==> src/logic/arena_pkg.sv <==
package arena_pkg;

    // ==============================
    // pixel bus and match state
    // ==============================

    typedef struct packed {
        logic [10:0] hcount;
        logic [10:0] vcount;
        logic        hsync;
        logic        vsync;
        logic        hblnk;
        logic        vblnk;
        logic [11:0] rgb; // 4 bits per colour, red in the top nibble.
    } vga_bus_t;

    typedef enum logic [1:0] {
        MATCH_FIGHT,
        MATCH_CAT_WON,
        MATCH_DOG_WON
    } match_state_t;

    // ==============================
    // raster timing, 1024x768 at 60 Hz
    // ==============================

    localparam logic [10:0] H_TOTAL      = 11'd1344;
    localparam logic [10:0] H_SYNC_START = 11'd1048;
    localparam logic [10:0] H_SYNC_END   = 11'd1184;
    localparam logic [10:0] H_ACTIVE     = 11'd1024;

    localparam logic [10:0] V_TOTAL      = 11'd806;
    localparam logic [10:0] V_SYNC_START = 11'd771;
    localparam logic [10:0] V_SYNC_END   = 11'd777;
    localparam logic [10:0] V_ACTIVE     = 11'd768;

    // ==============================
    // health and geometry
    // ==============================

    localparam int HEALTH_W = 10;
    localparam logic [HEALTH_W-1:0] HEALTH_MAX = 10'd500;
    localparam logic [HEALTH_W-1:0] DAMAGE     = 10'd50;

    localparam logic [10:0] BAR_Y_START   = 11'd6;
    localparam logic [10:0] BAR_Y_END     = 11'd26;
    localparam logic [10:0] CAT_X_END     = 11'd508; // cat bar shrinks towards this edge.
    localparam logic [10:0] DOG_X_START   = 11'd516;
    localparam logic [10:0] FRAME_X_START = 11'd3;
    localparam logic [10:0] FRAME_X_END   = 11'd1020;
    localparam logic [10:0] FRAME_Y_START = 11'd3;
    localparam logic [10:0] FRAME_Y_END   = 11'd29;
    localparam logic [10:0] GROUND_Y      = 11'd600;

    localparam logic [11:0] COLOUR_FRAME  = 12'hFC0;
    localparam logic [11:0] COLOUR_BAR    = 12'hF00;
    localparam logic [11:0] COLOUR_SKY    = 12'h4AF;
    localparam logic [11:0] COLOUR_GROUND = 12'h262;

endpackage

==> src/logic/vga_timing.sv <==
`timescale 1ns/1ns

module vga_timing (
    input  logic               clk,
    input  logic               rst,
    output arena_pkg::vga_bus_t vga
);

    import arena_pkg::*;

    logic [10:0] hcount;
    logic [10:0] vcount;
    logic [10:0] hcount_nxt;
    logic [10:0] vcount_nxt;
    logic        line_end;
    logic        frame_end;

    // ==============================
    // raster counters
    // ==============================

    assign line_end  = (hcount == H_TOTAL - 11'd1);
    assign frame_end = (vcount == V_TOTAL - 11'd1);

    always_comb begin
        hcount_nxt = hcount + 11'd1;
        vcount_nxt = vcount;

        if (line_end) begin
            hcount_nxt = 11'd0;
            // the vertical counter only moves at the end of a line.
            if (frame_end) begin
                vcount_nxt = 11'd0;
            end else begin
                vcount_nxt = vcount + 11'd1;
            end
        end
    end

    always_ff @(posedge clk or posedge rst) begin
        if (rst) begin
            hcount <= 11'd0;
            vcount <= 11'd0;
        end else begin
            hcount <= hcount_nxt;
            vcount <= vcount_nxt;
        end
    end

    // ==============================
    // sync and blanking flags
    // ==============================

    always_comb begin
        vga.hcount = hcount;
        vga.vcount = vcount;
        vga.hsync  = (hcount >= H_SYNC_START) && (hcount < H_SYNC_END); // active high.
        vga.vsync  = (vcount >= V_SYNC_START) && (vcount < V_SYNC_END);
        vga.hblnk  = (hcount >= H_ACTIVE);
        vga.vblnk  = (vcount >= V_ACTIVE);
        vga.rgb    = 12'h000; // the timing stage carries no picture.
    end

endmodule

==> src/logic/draw_background.sv <==
`timescale 1ns/1ns

module draw_background (
    input  logic               clk,
    input  logic               rst,
    input  arena_pkg::vga_bus_t vga_in,
    output arena_pkg::vga_bus_t vga_out
);

    import arena_pkg::*;

    logic [11:0] rgb_nxt;

    always_comb begin
        if (vga_in.hblnk || vga_in.vblnk) begin
            rgb_nxt = 12'h000; // monitors expect black outside the active area.
        end else if (vga_in.vcount < GROUND_Y) begin
            rgb_nxt = COLOUR_SKY;
        end else begin
            rgb_nxt = COLOUR_GROUND;
        end
    end

    // the colour is registered together with its own coordinates.
    always_ff @(posedge clk or posedge rst) begin
        if (rst) begin
            vga_out <= '0;
        end else begin
            vga_out.hcount <= vga_in.hcount;
            vga_out.vcount <= vga_in.vcount;
            vga_out.hsync  <= vga_in.hsync;
            vga_out.vsync  <= vga_in.vsync;
            vga_out.hblnk  <= vga_in.hblnk;
            vga_out.vblnk  <= vga_in.vblnk;
            vga_out.rgb    <= rgb_nxt;
        end
    end

endmodule

==> src/logic/hit_pulse.sv <==
`timescale 1ns/1ns

module hit_pulse (
    input  logic clk,
    input  logic rst,
    input  logic btn,
    output logic hit
);

    logic btn_meta;
    logic btn_sync;
    logic btn_prev;

    // two flops bring the raw button level into the clock domain.
    always_ff @(posedge clk or posedge rst) begin
        if (rst) begin
            btn_meta <= 1'b0;
            btn_sync <= 1'b0;
            btn_prev <= 1'b0;
        end else begin
            btn_meta <= btn;
            btn_sync <= btn_meta;
            btn_prev <= btn_sync;
        end
    end

    // a held button gives a single strobe on its rising edge.
    assign hit = btn_sync && !btn_prev;

endmodule

==> src/logic/health_bars.sv <==
`timescale 1ns/1ns

module health_bars (
    input  logic                            clk,
    input  logic                            rst,
    input  logic                            hit_cat,
    input  logic                            hit_dog,
    input  arena_pkg::vga_bus_t             vga_in,
    output arena_pkg::vga_bus_t             vga_out,
    output logic [arena_pkg::HEALTH_W-1:0]  hp_cat,
    output logic [arena_pkg::HEALTH_W-1:0]  hp_dog
);

    import arena_pkg::*;

    logic [10:0] cat_bar_start;
    logic [10:0] dog_bar_end;
    logic        in_frame;
    logic        in_bar_rows;
    logic        in_cat_bar;
    logic        in_dog_bar;

    // health never wraps below zero.
    function automatic logic [HEALTH_W-1:0] take_hit(input logic [HEALTH_W-1:0] hp);
        logic [HEALTH_W-1:0] result;
        if (hp > DAMAGE) begin
            result = hp - DAMAGE;
        end else begin
            result = '0;
        end
        return result;
    endfunction

    // ==============================
    // health registers
    // ==============================

    always_ff @(posedge clk or posedge rst) begin
        if (rst) begin
            hp_cat <= HEALTH_MAX;
            hp_dog <= HEALTH_MAX;
        end else begin
            if (hit_cat) begin
                hp_cat <= take_hit(hp_cat);
            end
            if (hit_dog) begin
                hp_dog <= take_hit(hp_dog);
            end
        end
    end

    // ==============================
    // bar overlay
    // ==============================

    assign cat_bar_start = CAT_X_END - {1'b0, hp_cat}; // cat bar grows to the left.
    assign dog_bar_end   = DOG_X_START + {1'b0, hp_dog};

    assign in_frame = (vga_in.hcount >= FRAME_X_START) && (vga_in.hcount < FRAME_X_END) &&
                      (vga_in.vcount >= FRAME_Y_START) && (vga_in.vcount < FRAME_Y_END);

    assign in_bar_rows = (vga_in.vcount >= BAR_Y_START) && (vga_in.vcount < BAR_Y_END);

    assign in_cat_bar = in_bar_rows &&
                        (vga_in.hcount >= cat_bar_start) && (vga_in.hcount < CAT_X_END);

    assign in_dog_bar = in_bar_rows &&
                        (vga_in.hcount >= DOG_X_START) && (vga_in.hcount < dog_bar_end);

    always_comb begin
        vga_out = vga_in;

        if (in_frame) begin
            vga_out.rgb = COLOUR_FRAME;
        end

        // the bars sit inside the frame and are painted over it.
        if (in_cat_bar || in_dog_bar) begin
            vga_out.rgb = COLOUR_BAR;
        end
    end

endmodule

==> src/logic/match_ctrl.sv <==
`timescale 1ns/1ns

module match_ctrl (
    input  logic                            clk,
    input  logic                            rst,
    input  logic                            press_cat,
    input  logic                            press_dog,
    input  logic [arena_pkg::HEALTH_W-1:0]  hp_cat,
    input  logic [arena_pkg::HEALTH_W-1:0]  hp_dog,
    output logic                            hit_cat,
    output logic                            hit_dog,
    output arena_pkg::match_state_t         winner
);

    import arena_pkg::*;

    match_state_t state;
    match_state_t state_nxt;

    always_comb begin
        state_nxt = state;

        if (state == MATCH_FIGHT) begin
            // the cat check comes first, so a double knockout goes to the dog.
            if (hp_cat == '0) begin
                state_nxt = MATCH_DOG_WON;
            end else if (hp_dog == '0) begin
                state_nxt = MATCH_CAT_WON;
            end
        end
    end

    always_ff @(posedge clk or posedge rst) begin
        if (rst) begin
            state <= MATCH_FIGHT;
        end else begin
            state <= state_nxt;
        end
    end

    assign hit_cat = press_cat && (state == MATCH_FIGHT); // hits stop once a winner is known.
    assign hit_dog = press_dog && (state == MATCH_FIGHT);

    assign winner = state;

endmodule

==> src/logic/arena_top.sv <==
`timescale 1ns/1ns

module arena_top (
    input  logic                            clk,
    input  logic                            rst,
    input  logic                            btn_cat,
    input  logic                            btn_dog,
    output arena_pkg::vga_bus_t             pix,
    output logic [arena_pkg::HEALTH_W-1:0]  hp_cat,
    output logic [arena_pkg::HEALTH_W-1:0]  hp_dog,
    output arena_pkg::match_state_t         winner
);

    import arena_pkg::*;

    vga_bus_t timing_bus;
    vga_bus_t bg_bus;
    logic     press_cat;
    logic     press_dog;
    logic     hit_cat;
    logic     hit_dog;

    // ==============================
    // picture pipeline
    // ==============================

    vga_timing timing_i (.clk, .rst, .vga(timing_bus));

    draw_background background_i (.clk, .rst, .vga_in(timing_bus), .vga_out(bg_bus));

    health_bars bars_i (
        .clk, .rst,
        .hit_cat, .hit_dog,
        .vga_in(bg_bus), .vga_out(pix),
        .hp_cat, .hp_dog
    );

    // ==============================
    // player input and match rules
    // ==============================

    hit_pulse cat_pulse_i (.clk, .rst, .btn(btn_cat), .hit(press_cat));

    hit_pulse dog_pulse_i (.clk, .rst, .btn(btn_dog), .hit(press_dog));

    match_ctrl match_i (
        .clk, .rst,
        .press_cat, .press_dog,
        .hp_cat, .hp_dog,
        .hit_cat, .hit_dog,
        .winner
    );

endmodule

==> config.mk <==
export PLATFORM = sky130hd
export DESIGN_NAME = arena_top
export DESIGN_NICKNAME = d
export VERILOG_FILES = /design/src/logic/arena_pkg.sv /design/src/logic/vga_timing.sv /design/src/logic/draw_background.sv /design/src/logic/hit_pulse.sv /design/src/logic/health_bars.sv /design/src/logic/match_ctrl.sv /design/src/logic/arena_top.sv
export SDC_FILE = /design/constraint.sdc
export NUM_CORES = 1
export LEC_CHECK = 0
export BUFFER_PORTS_ARGS = -buffer_cell sky130_fd_sc_hd__buf_4
export CORE_MARGIN = 4
export CORE_UTILIZATION = 62
export DETAILED_ROUTE_END_ITERATION = 7
export PLACE_DENSITY_LB_ADDON = 0.3
export SLEW_MARGIN = 30
export SYNTH_ARGS = -nofsm -noshare
export SYNTH_HDL_FRONTEND = slang
export SYNTH_SLANG_ARGS = --single-unit
export TNS_END_PERCENT = 1
==> constraint.sdc <==
create_clock -name clk -period 6.8 [get_ports clk]
set_input_delay 1.36 -clock clk [delete_from_list [all_inputs] [get_ports clk]]
set_output_delay 1.36 -clock clk [all_outputs]
set_load 0.01 [all_outputs]
# == Word-level counts from Yosys, hierarchy flattened ==
# Cells that the tools add are included.
# word_totals
regBits,88
latchBits,0
ramBits,0
mem_bits_ro,0
inputBits,4
out_inout_bits,60
word_cells,78
n_memories,0
# classes
add_sub_neg,6
n_mul,0
div,0
order_cmp,19
eq_ne,2
shift,0
n_mux,10
bitwise,0
n_reduce_logical,23
# op_table
operator,count
12-bit 2-to-1 mux,3
11-bit by 10-bit greater-or-equal comparator with 1-bit output (second input constant),3
11-bit by 10-bit less-than comparator with 1-bit output (second input constant),3
11-bit 2-to-1 mux,3
11-bit by 1-bit adder with 11-bit output (second input constant),2
11-bit greater-or-equal comparator (second input constant),2
11-bit by 2-bit greater-or-equal comparator with 1-bit output (second input constant),2
11-bit by 5-bit less-than comparator with 1-bit output (second input constant),2
10-bit by 6-bit greater-than comparator with 1-bit output (second input constant),2
10-bit zero test,2
10-bit 2-to-1 mux,2
10-bit by 6-bit subtractor with 10-bit output (second input constant),2
1-bit logical AND,14
10-bit by 10-bit adder with 11-bit output (first input constant),1
11-bit by 10-bit equality test with 1-bit output (second input constant),1
11-bit equality test (second input constant),1
11-bit greater-or-equal comparator,1
11-bit by 3-bit greater-or-equal comparator with 1-bit output (second input constant),1
11-bit less-than comparator,1
11-bit less-than comparator (second input constant),1
11-bit by 9-bit less-than comparator with 1-bit output (second input constant),1
9-bit by 10-bit subtractor with 11-bit output (first input constant),1
2-bit 2-to-1 mux,2
1-bit zero test,2
other kinds (4),5

# == Logic depth before layout (Yosys ltp) ==
# logic_depth
word_depth,6
mapped_depth,13
ltp_nobuf,11

# == Modules after synthesis ==
# From an unflattened synthesis, not the netlist that was laid out.
# unflattened
hier_cells,486
hier_area_um2,4702.0
# by_module_without_submodules
mod,n_inst,cells_per_inst,area_each_um2,seq_area_each_um2
health_bars,1,257,2102.0,465.4
vga_timing,1,157,1436.4,550.5
draw_background,1,48,840.8,725.7
hit_pulse,2,5,92.6,75.1
match_ctrl,1,14,137.6,50.0

# == Worst setup path after synthesis ==
# OpenSTA, ideal clock, no wires.
# synth_timing
path_kind,register to output
start,reg bars_i.hp_dog[4] (netlist bit)
end,out pix[2] (netlist bit)
t_arrival_ns,3.225
required_ns,5.440
setup_slack_ns,2.215
path_stages_with_launch,14
path_buffers,3
path_cell_list,dfstp_2 -> clkbuf_1 -> and2_1 -> clkbuf_1 -> and3_1 -> nand4_1 -> xnor2_1 -> ha_1 -> a21oi_1 -> a21boi_0 -> a2111oi_0 -> o21a_1 -> nor4b_1 -> buf_4
# synth_lines
element,line,source
from (decl),health_bars.sv:11,output logic [arena_pkg::HEALTH_W-1:0] hp_dog
from (signal assigned),health_bars.sv:47,hp_dog <= take_hit(hp_dog);
to (decl),arena_top.sv:8,"output arena_pkg::vga_bus_t pix,"

==> impl_results.md <==
* Share of synthesized area spent on multiplexers at 0.00494
* Final wirelength at around 9000 um
* Boundary Pins at 64
* Syn-to-layout area delta at 11.9%
* Cell family contributing the most delay on the critical path: simple AND/OR/NAND/NOR gates
* Post-CTS setup repair buffer count at 0
* Drt pass-1 iters at 4
* Antenna violations before repair at 0
* Initial detailed-routing violation count at around 110
* Leakage component of the power at 0.00226 uW
* Number of placement rows at 30
* Max Fclk at 208 MHz
* Mean cell area of the mapped netlist at ~10 sq um
* Share of synthesized cell area in full adder, half adder and majority cells at 0.0930
* NumNets Final at 500
* Number of setup violations in the final report at 0
* Clock root buffer master: sky130_fd_sc_hd__clkbuf_8
* Wire length of the first global-routing pass at 15000 um
* Global Route Usage Sum at 0.222
* Synth unique cells at 52
* Die Footprint at roughly 8300 sq um
* Sum Neg Setup Slack at 0 ps
* Port bufs at 60
* Drt drc at 0
* Share of total power consumed by net switching at 0.206
* Crit-path max cell delay at 620 ps
* Core region area at a little under 7000 sq um
* Class of the worst hold path: flip-flop to flip-flop
* Most common cell after layout, fill and taps aside: sky130_fd_sc_hd__dfrtp_1
* R2R setup slack at 4730 ps
* Critical Path Slowest Stage Cell: sky130_fd_sc_hd__dfstp_2
* Number of standard cells after synthesis at 436
* Slew at the pin closest to its max-slew limit at 681 ps
* Commonest cells after routing, fill and taps aside: sky130_fd_sc_hd__dfrtp_1 (65), sky130_fd_sc_hd__buf_4 (60), sky130_fd_sc_hd__o21ai_0 (36)
* Post-route core utilization at 0.713
* Mean routed wirelength per cell at approximately 17 um
* Number of global-route vias before repair at roughly 3300
* Number of antenna diodes at 0
* Largest net degree at the start of global routing at approximately 80
* Path type of the worst setup path: flip-flop to output port
* Critical path buffer and inverter count at 1
* Unrepaired setup endpoints after global routing: false
* Part of the cycle the worst path needs at 0.708
* Crit end category: output port
* Ratio of routed vias to standard cells at 6.04
* Sequential element share of the synthesized area at 0.451
* Detail Route Antenna Nets at 0
* Ratio of total power to cell area at around 180 nW/um^2
* Sequential power share at 0.529
* Final GP Congestion at a little over 0.8
* Remaining global-route overflow at 0
* Largest family of logic cells by synthesized area: simple AND/OR/NAND/NOR gates
* Number of clock sinks at 77
* Final Max Slew Viols at 0
* Relative contribution of combinational cells to total power at 0.013
* Compound-Gate Fraction of Synth Area at 0.141
* Largest vdd supply drop at around 0.14 mV
* Run status: finished clean
* Prevailing post-synth register cell: sky130_fd_sc_hd__dfrtp_1
* Global-route track usage on met3 at 0.0522
* Global-route track usage on met1 at 0.277
* Via count at ~3300
* Clock-pin slew reported for the worst setup and hold paths after clock tree synthesis at roughly 80 ps
* Clock tree from TritonCTS: done
* Type of element launching the critical path: flip-flop
* Number of H-tree levels at 3
* Number of maximum-capacitance constraint violations at 0
* Share of the synthesized netlist area taken by xor and xnor gates at 0.0468
* Worst Path Required at between 5000 and 6000 ps
* Die boundary width at around 90 um
* Starting Density at 0.637
* Global-route layer with the greatest usage: met2
* Post-synthesis sequential element count at 77
* Die height at slightly above 90 um
* Switching pwr at 179 uW
* Synthesized area at about 4300 sq um
* Number of flops mapped to enable cells by yosys at 0
* Fraction of layout cells with a size suffix above 1 at 0.209
* Syn. warnings at 0
* Post-CTS Hold Buffers at 0
* Fraction of the mapped netlist area in simple logic gates at 0.178
* Clock latency reported for the late side of the worst-skew pair at ~350 ps
* Half-perimeter wire length after detailed placement at approximately 6500 um
* Data arrival time at the worst-slack endpoint at about 3500 ps
* Worst path cell trace: and2_1 > and3_1 > nand4_1 > xnor2_1 > ha_1 > nand3_1 > a21boi_0 > a2111oi_0 > o21a_1 > nor4b_1 > buf_4
* Buffer levels on the longest clock path at 2
* Post-cts gate resize count at 0
* Internal cell power at approximately 690 uW
* Fin crit period at 4820 ps
* Post-Route Skew at around 9.4 ps
* Fraction of registers with async set/reset at 1.00
* Number of failing hold endpoints at the final stage at 0
* Max FO, Critical Path at 9
* Relative contribution of the clock network to total power at 0.458
* Normalized max-slew margin at 0.542
* M2 GR Usage at 0.386
* Total CTS buffers at 9
## layer usage
layer / up-vias / wire (um)
li1: 1583 / -
met1: 1621 / 3820
met2: 99 / 4650
met3: 13 / 498
met4: 0 / 120
met5: - / 0
## final cells by class
type                       instances  area, sq um
multi-input combinational        298         2020
sequential                        77         1940
fill                             498         1940
timing repair buffer              61          462
clock buffer                      12          155
tap                               80          100
clock inverter                     4         77.6
inverter                          17         63.8
## through the flow
step | hold slack, ps | cell area, sq um | worst slack (ps) | instances | power [uW]
floorplan | 331 | 4310 | 2210 | 438 | 478
global placement | 335 | 4570 | 2510 | 533 | 481
detailed placement | 355 | 4570 | 2390 | 533 | 481
CTS | 368 | 4810 | 1970 | 549 | 874
global route | 376 | 4820 | 1630 | 549 | 900
finish | 370 | 4820 | 1980 | 549 | 870
## cells by family after synthesis
family | Yosys count
other | 1
muxes | 2
adders and majority gates | 32
DFF | 77
buffers and inverters | 63
xor gates and xnor gates | 23
and+or+nand+nor | 144
AOI/OAI and AO/OA | 94
## power groups by stage
| stage | clock (uW) | combinational [uW] | sequential [uW] |
|---|---|---|---|
| 4_1_cts | 402 | 11.7 | 461 |
| 3_3_place_gp | 0 | 11.6 | 469 |
| 5_1_grt | 425 | 13.6 | 461 |
| 6_report | 398 | 11.3 | 461 |
| 2_1_floorplan | 0 | 8.85 | 469 |
| 3_5_place_dp | 0 | 11.7 | 469 |
## worst paths after layout
path	from	endpoint	depth (start not counted)
worst max-delay path	bars_i.hp_dog[4]	pix[0]	11
worst min-delay path	cat_pulse_i.btn_meta	cat_pulse_i.btn_sync	0
worst max register to register	bars_i.hp_dog[9]	bars_i.hp_dog[6]	4
worst min register to register	cat_pulse_i.btn_meta	cat_pulse_i.btn_sync	0
max in group asynchronous	rst	bars_i.hp_cat[9]	3
min in group asynchronous	rst	bars_i.hp_dog[9]	3
## flip-flops by register name (all words and copies together) (netlist names)
| register | count |
|---|---|
| cat_pulse_i.btn_meta | 1 |
| cat_pulse_i.btn_prev | 1 |
| bars_i.hp_cat | 9 |
| match_i.winner | 2 |
| bars_i.hp_dog | 9 |
| cat_pulse_i.btn_sync | 1 |
| dog_pulse_i.btn_sync | 1 |
| timing_i.hcount | 11 |
| background_i.vga_out | 29 |
| dog_pulse_i.btn_prev | 1 |
| timing_i.vcount | 11 |
| dog_pulse_i.btn_meta | 1 |
## cells in the mapped netlist (2+ instances only)
| master | n | area share |
|---|---|---|
| sky130_fd_sc_hd__o21ai_0 | 36 | 0.042 |
| sky130_fd_sc_hd__a41o_1 | 2 | 0.0047 |
| sky130_fd_sc_hd__nand3b_1 | 3 | 0.0052 |
| sky130_fd_sc_hd__a21oi_1 | 18 | 0.021 |
| sky130_fd_sc_hd__o2111ai_1 | 2 | 0.0041 |
| sky130_fd_sc_hd__nand3_1 | 15 | 0.017 |
| sky130_fd_sc_hd__nand2b_1 | 7 | 0.010 |
| sky130_fd_sc_hd__or4_1 | 3 | 0.0052 |
| sky130_fd_sc_hd__and2_1 | 4 | 0.0058 |
| sky130_fd_sc_hd__nor4b_1 | 5 | 0.010 |
| sky130_fd_sc_hd__or3_1 | 3 | 0.0044 |
| sky130_fd_sc_hd__nand2_1 | 28 | 0.024 |
| sky130_fd_sc_hd__a2111oi_0 | 5 | 0.010 |
| sky130_fd_sc_hd__buf_4 | 33 | 0.058 |
| sky130_fd_sc_hd__nor4_1 | 5 | 0.0073 |
| sky130_fd_sc_hd__xnor2_1 | 11 | 0.022 |
| sky130_fd_sc_hd__nor3_1 | 15 | 0.017 |
| sky130_fd_sc_hd__dfrtp_1 | 65 | 0.38 |
| sky130_fd_sc_hd__a211o_1 | 3 | 0.0061 |
| sky130_fd_sc_hd__a21o_1 | 2 | 0.0035 |
| sky130_fd_sc_hd__or2_2 | 2 | 0.0029 |
| sky130_fd_sc_hd__xor2_1 | 12 | 0.024 |
| sky130_fd_sc_hd__ha_1 | 32 | 0.093 |
| sky130_fd_sc_hd__o31ai_1 | 8 | 0.014 |
| sky130_fd_sc_hd__and3_1 | 9 | 0.013 |
| sky130_fd_sc_hd__a31oi_1 | 4 | 0.0058 |
| sky130_fd_sc_hd__nor2_1 | 26 | 0.023 |
| sky130_fd_sc_hd__o21a_1 | 2 | 0.0035 |
| sky130_fd_sc_hd__nand4_1 | 10 | 0.015 |
| sky130_fd_sc_hd__clkbuf_1 | 13 | 0.011 |
| sky130_fd_sc_hd__inv_1 | 17 | 0.015 |
| sky130_fd_sc_hd__o21ai_1 | 2 | 0.0023 |
| sky130_fd_sc_hd__nor2b_1 | 4 | 0.0058 |
| sky130_fd_sc_hd__dfstp_2 | 12 | 0.073 |
(Power assumes the default switching activity.)
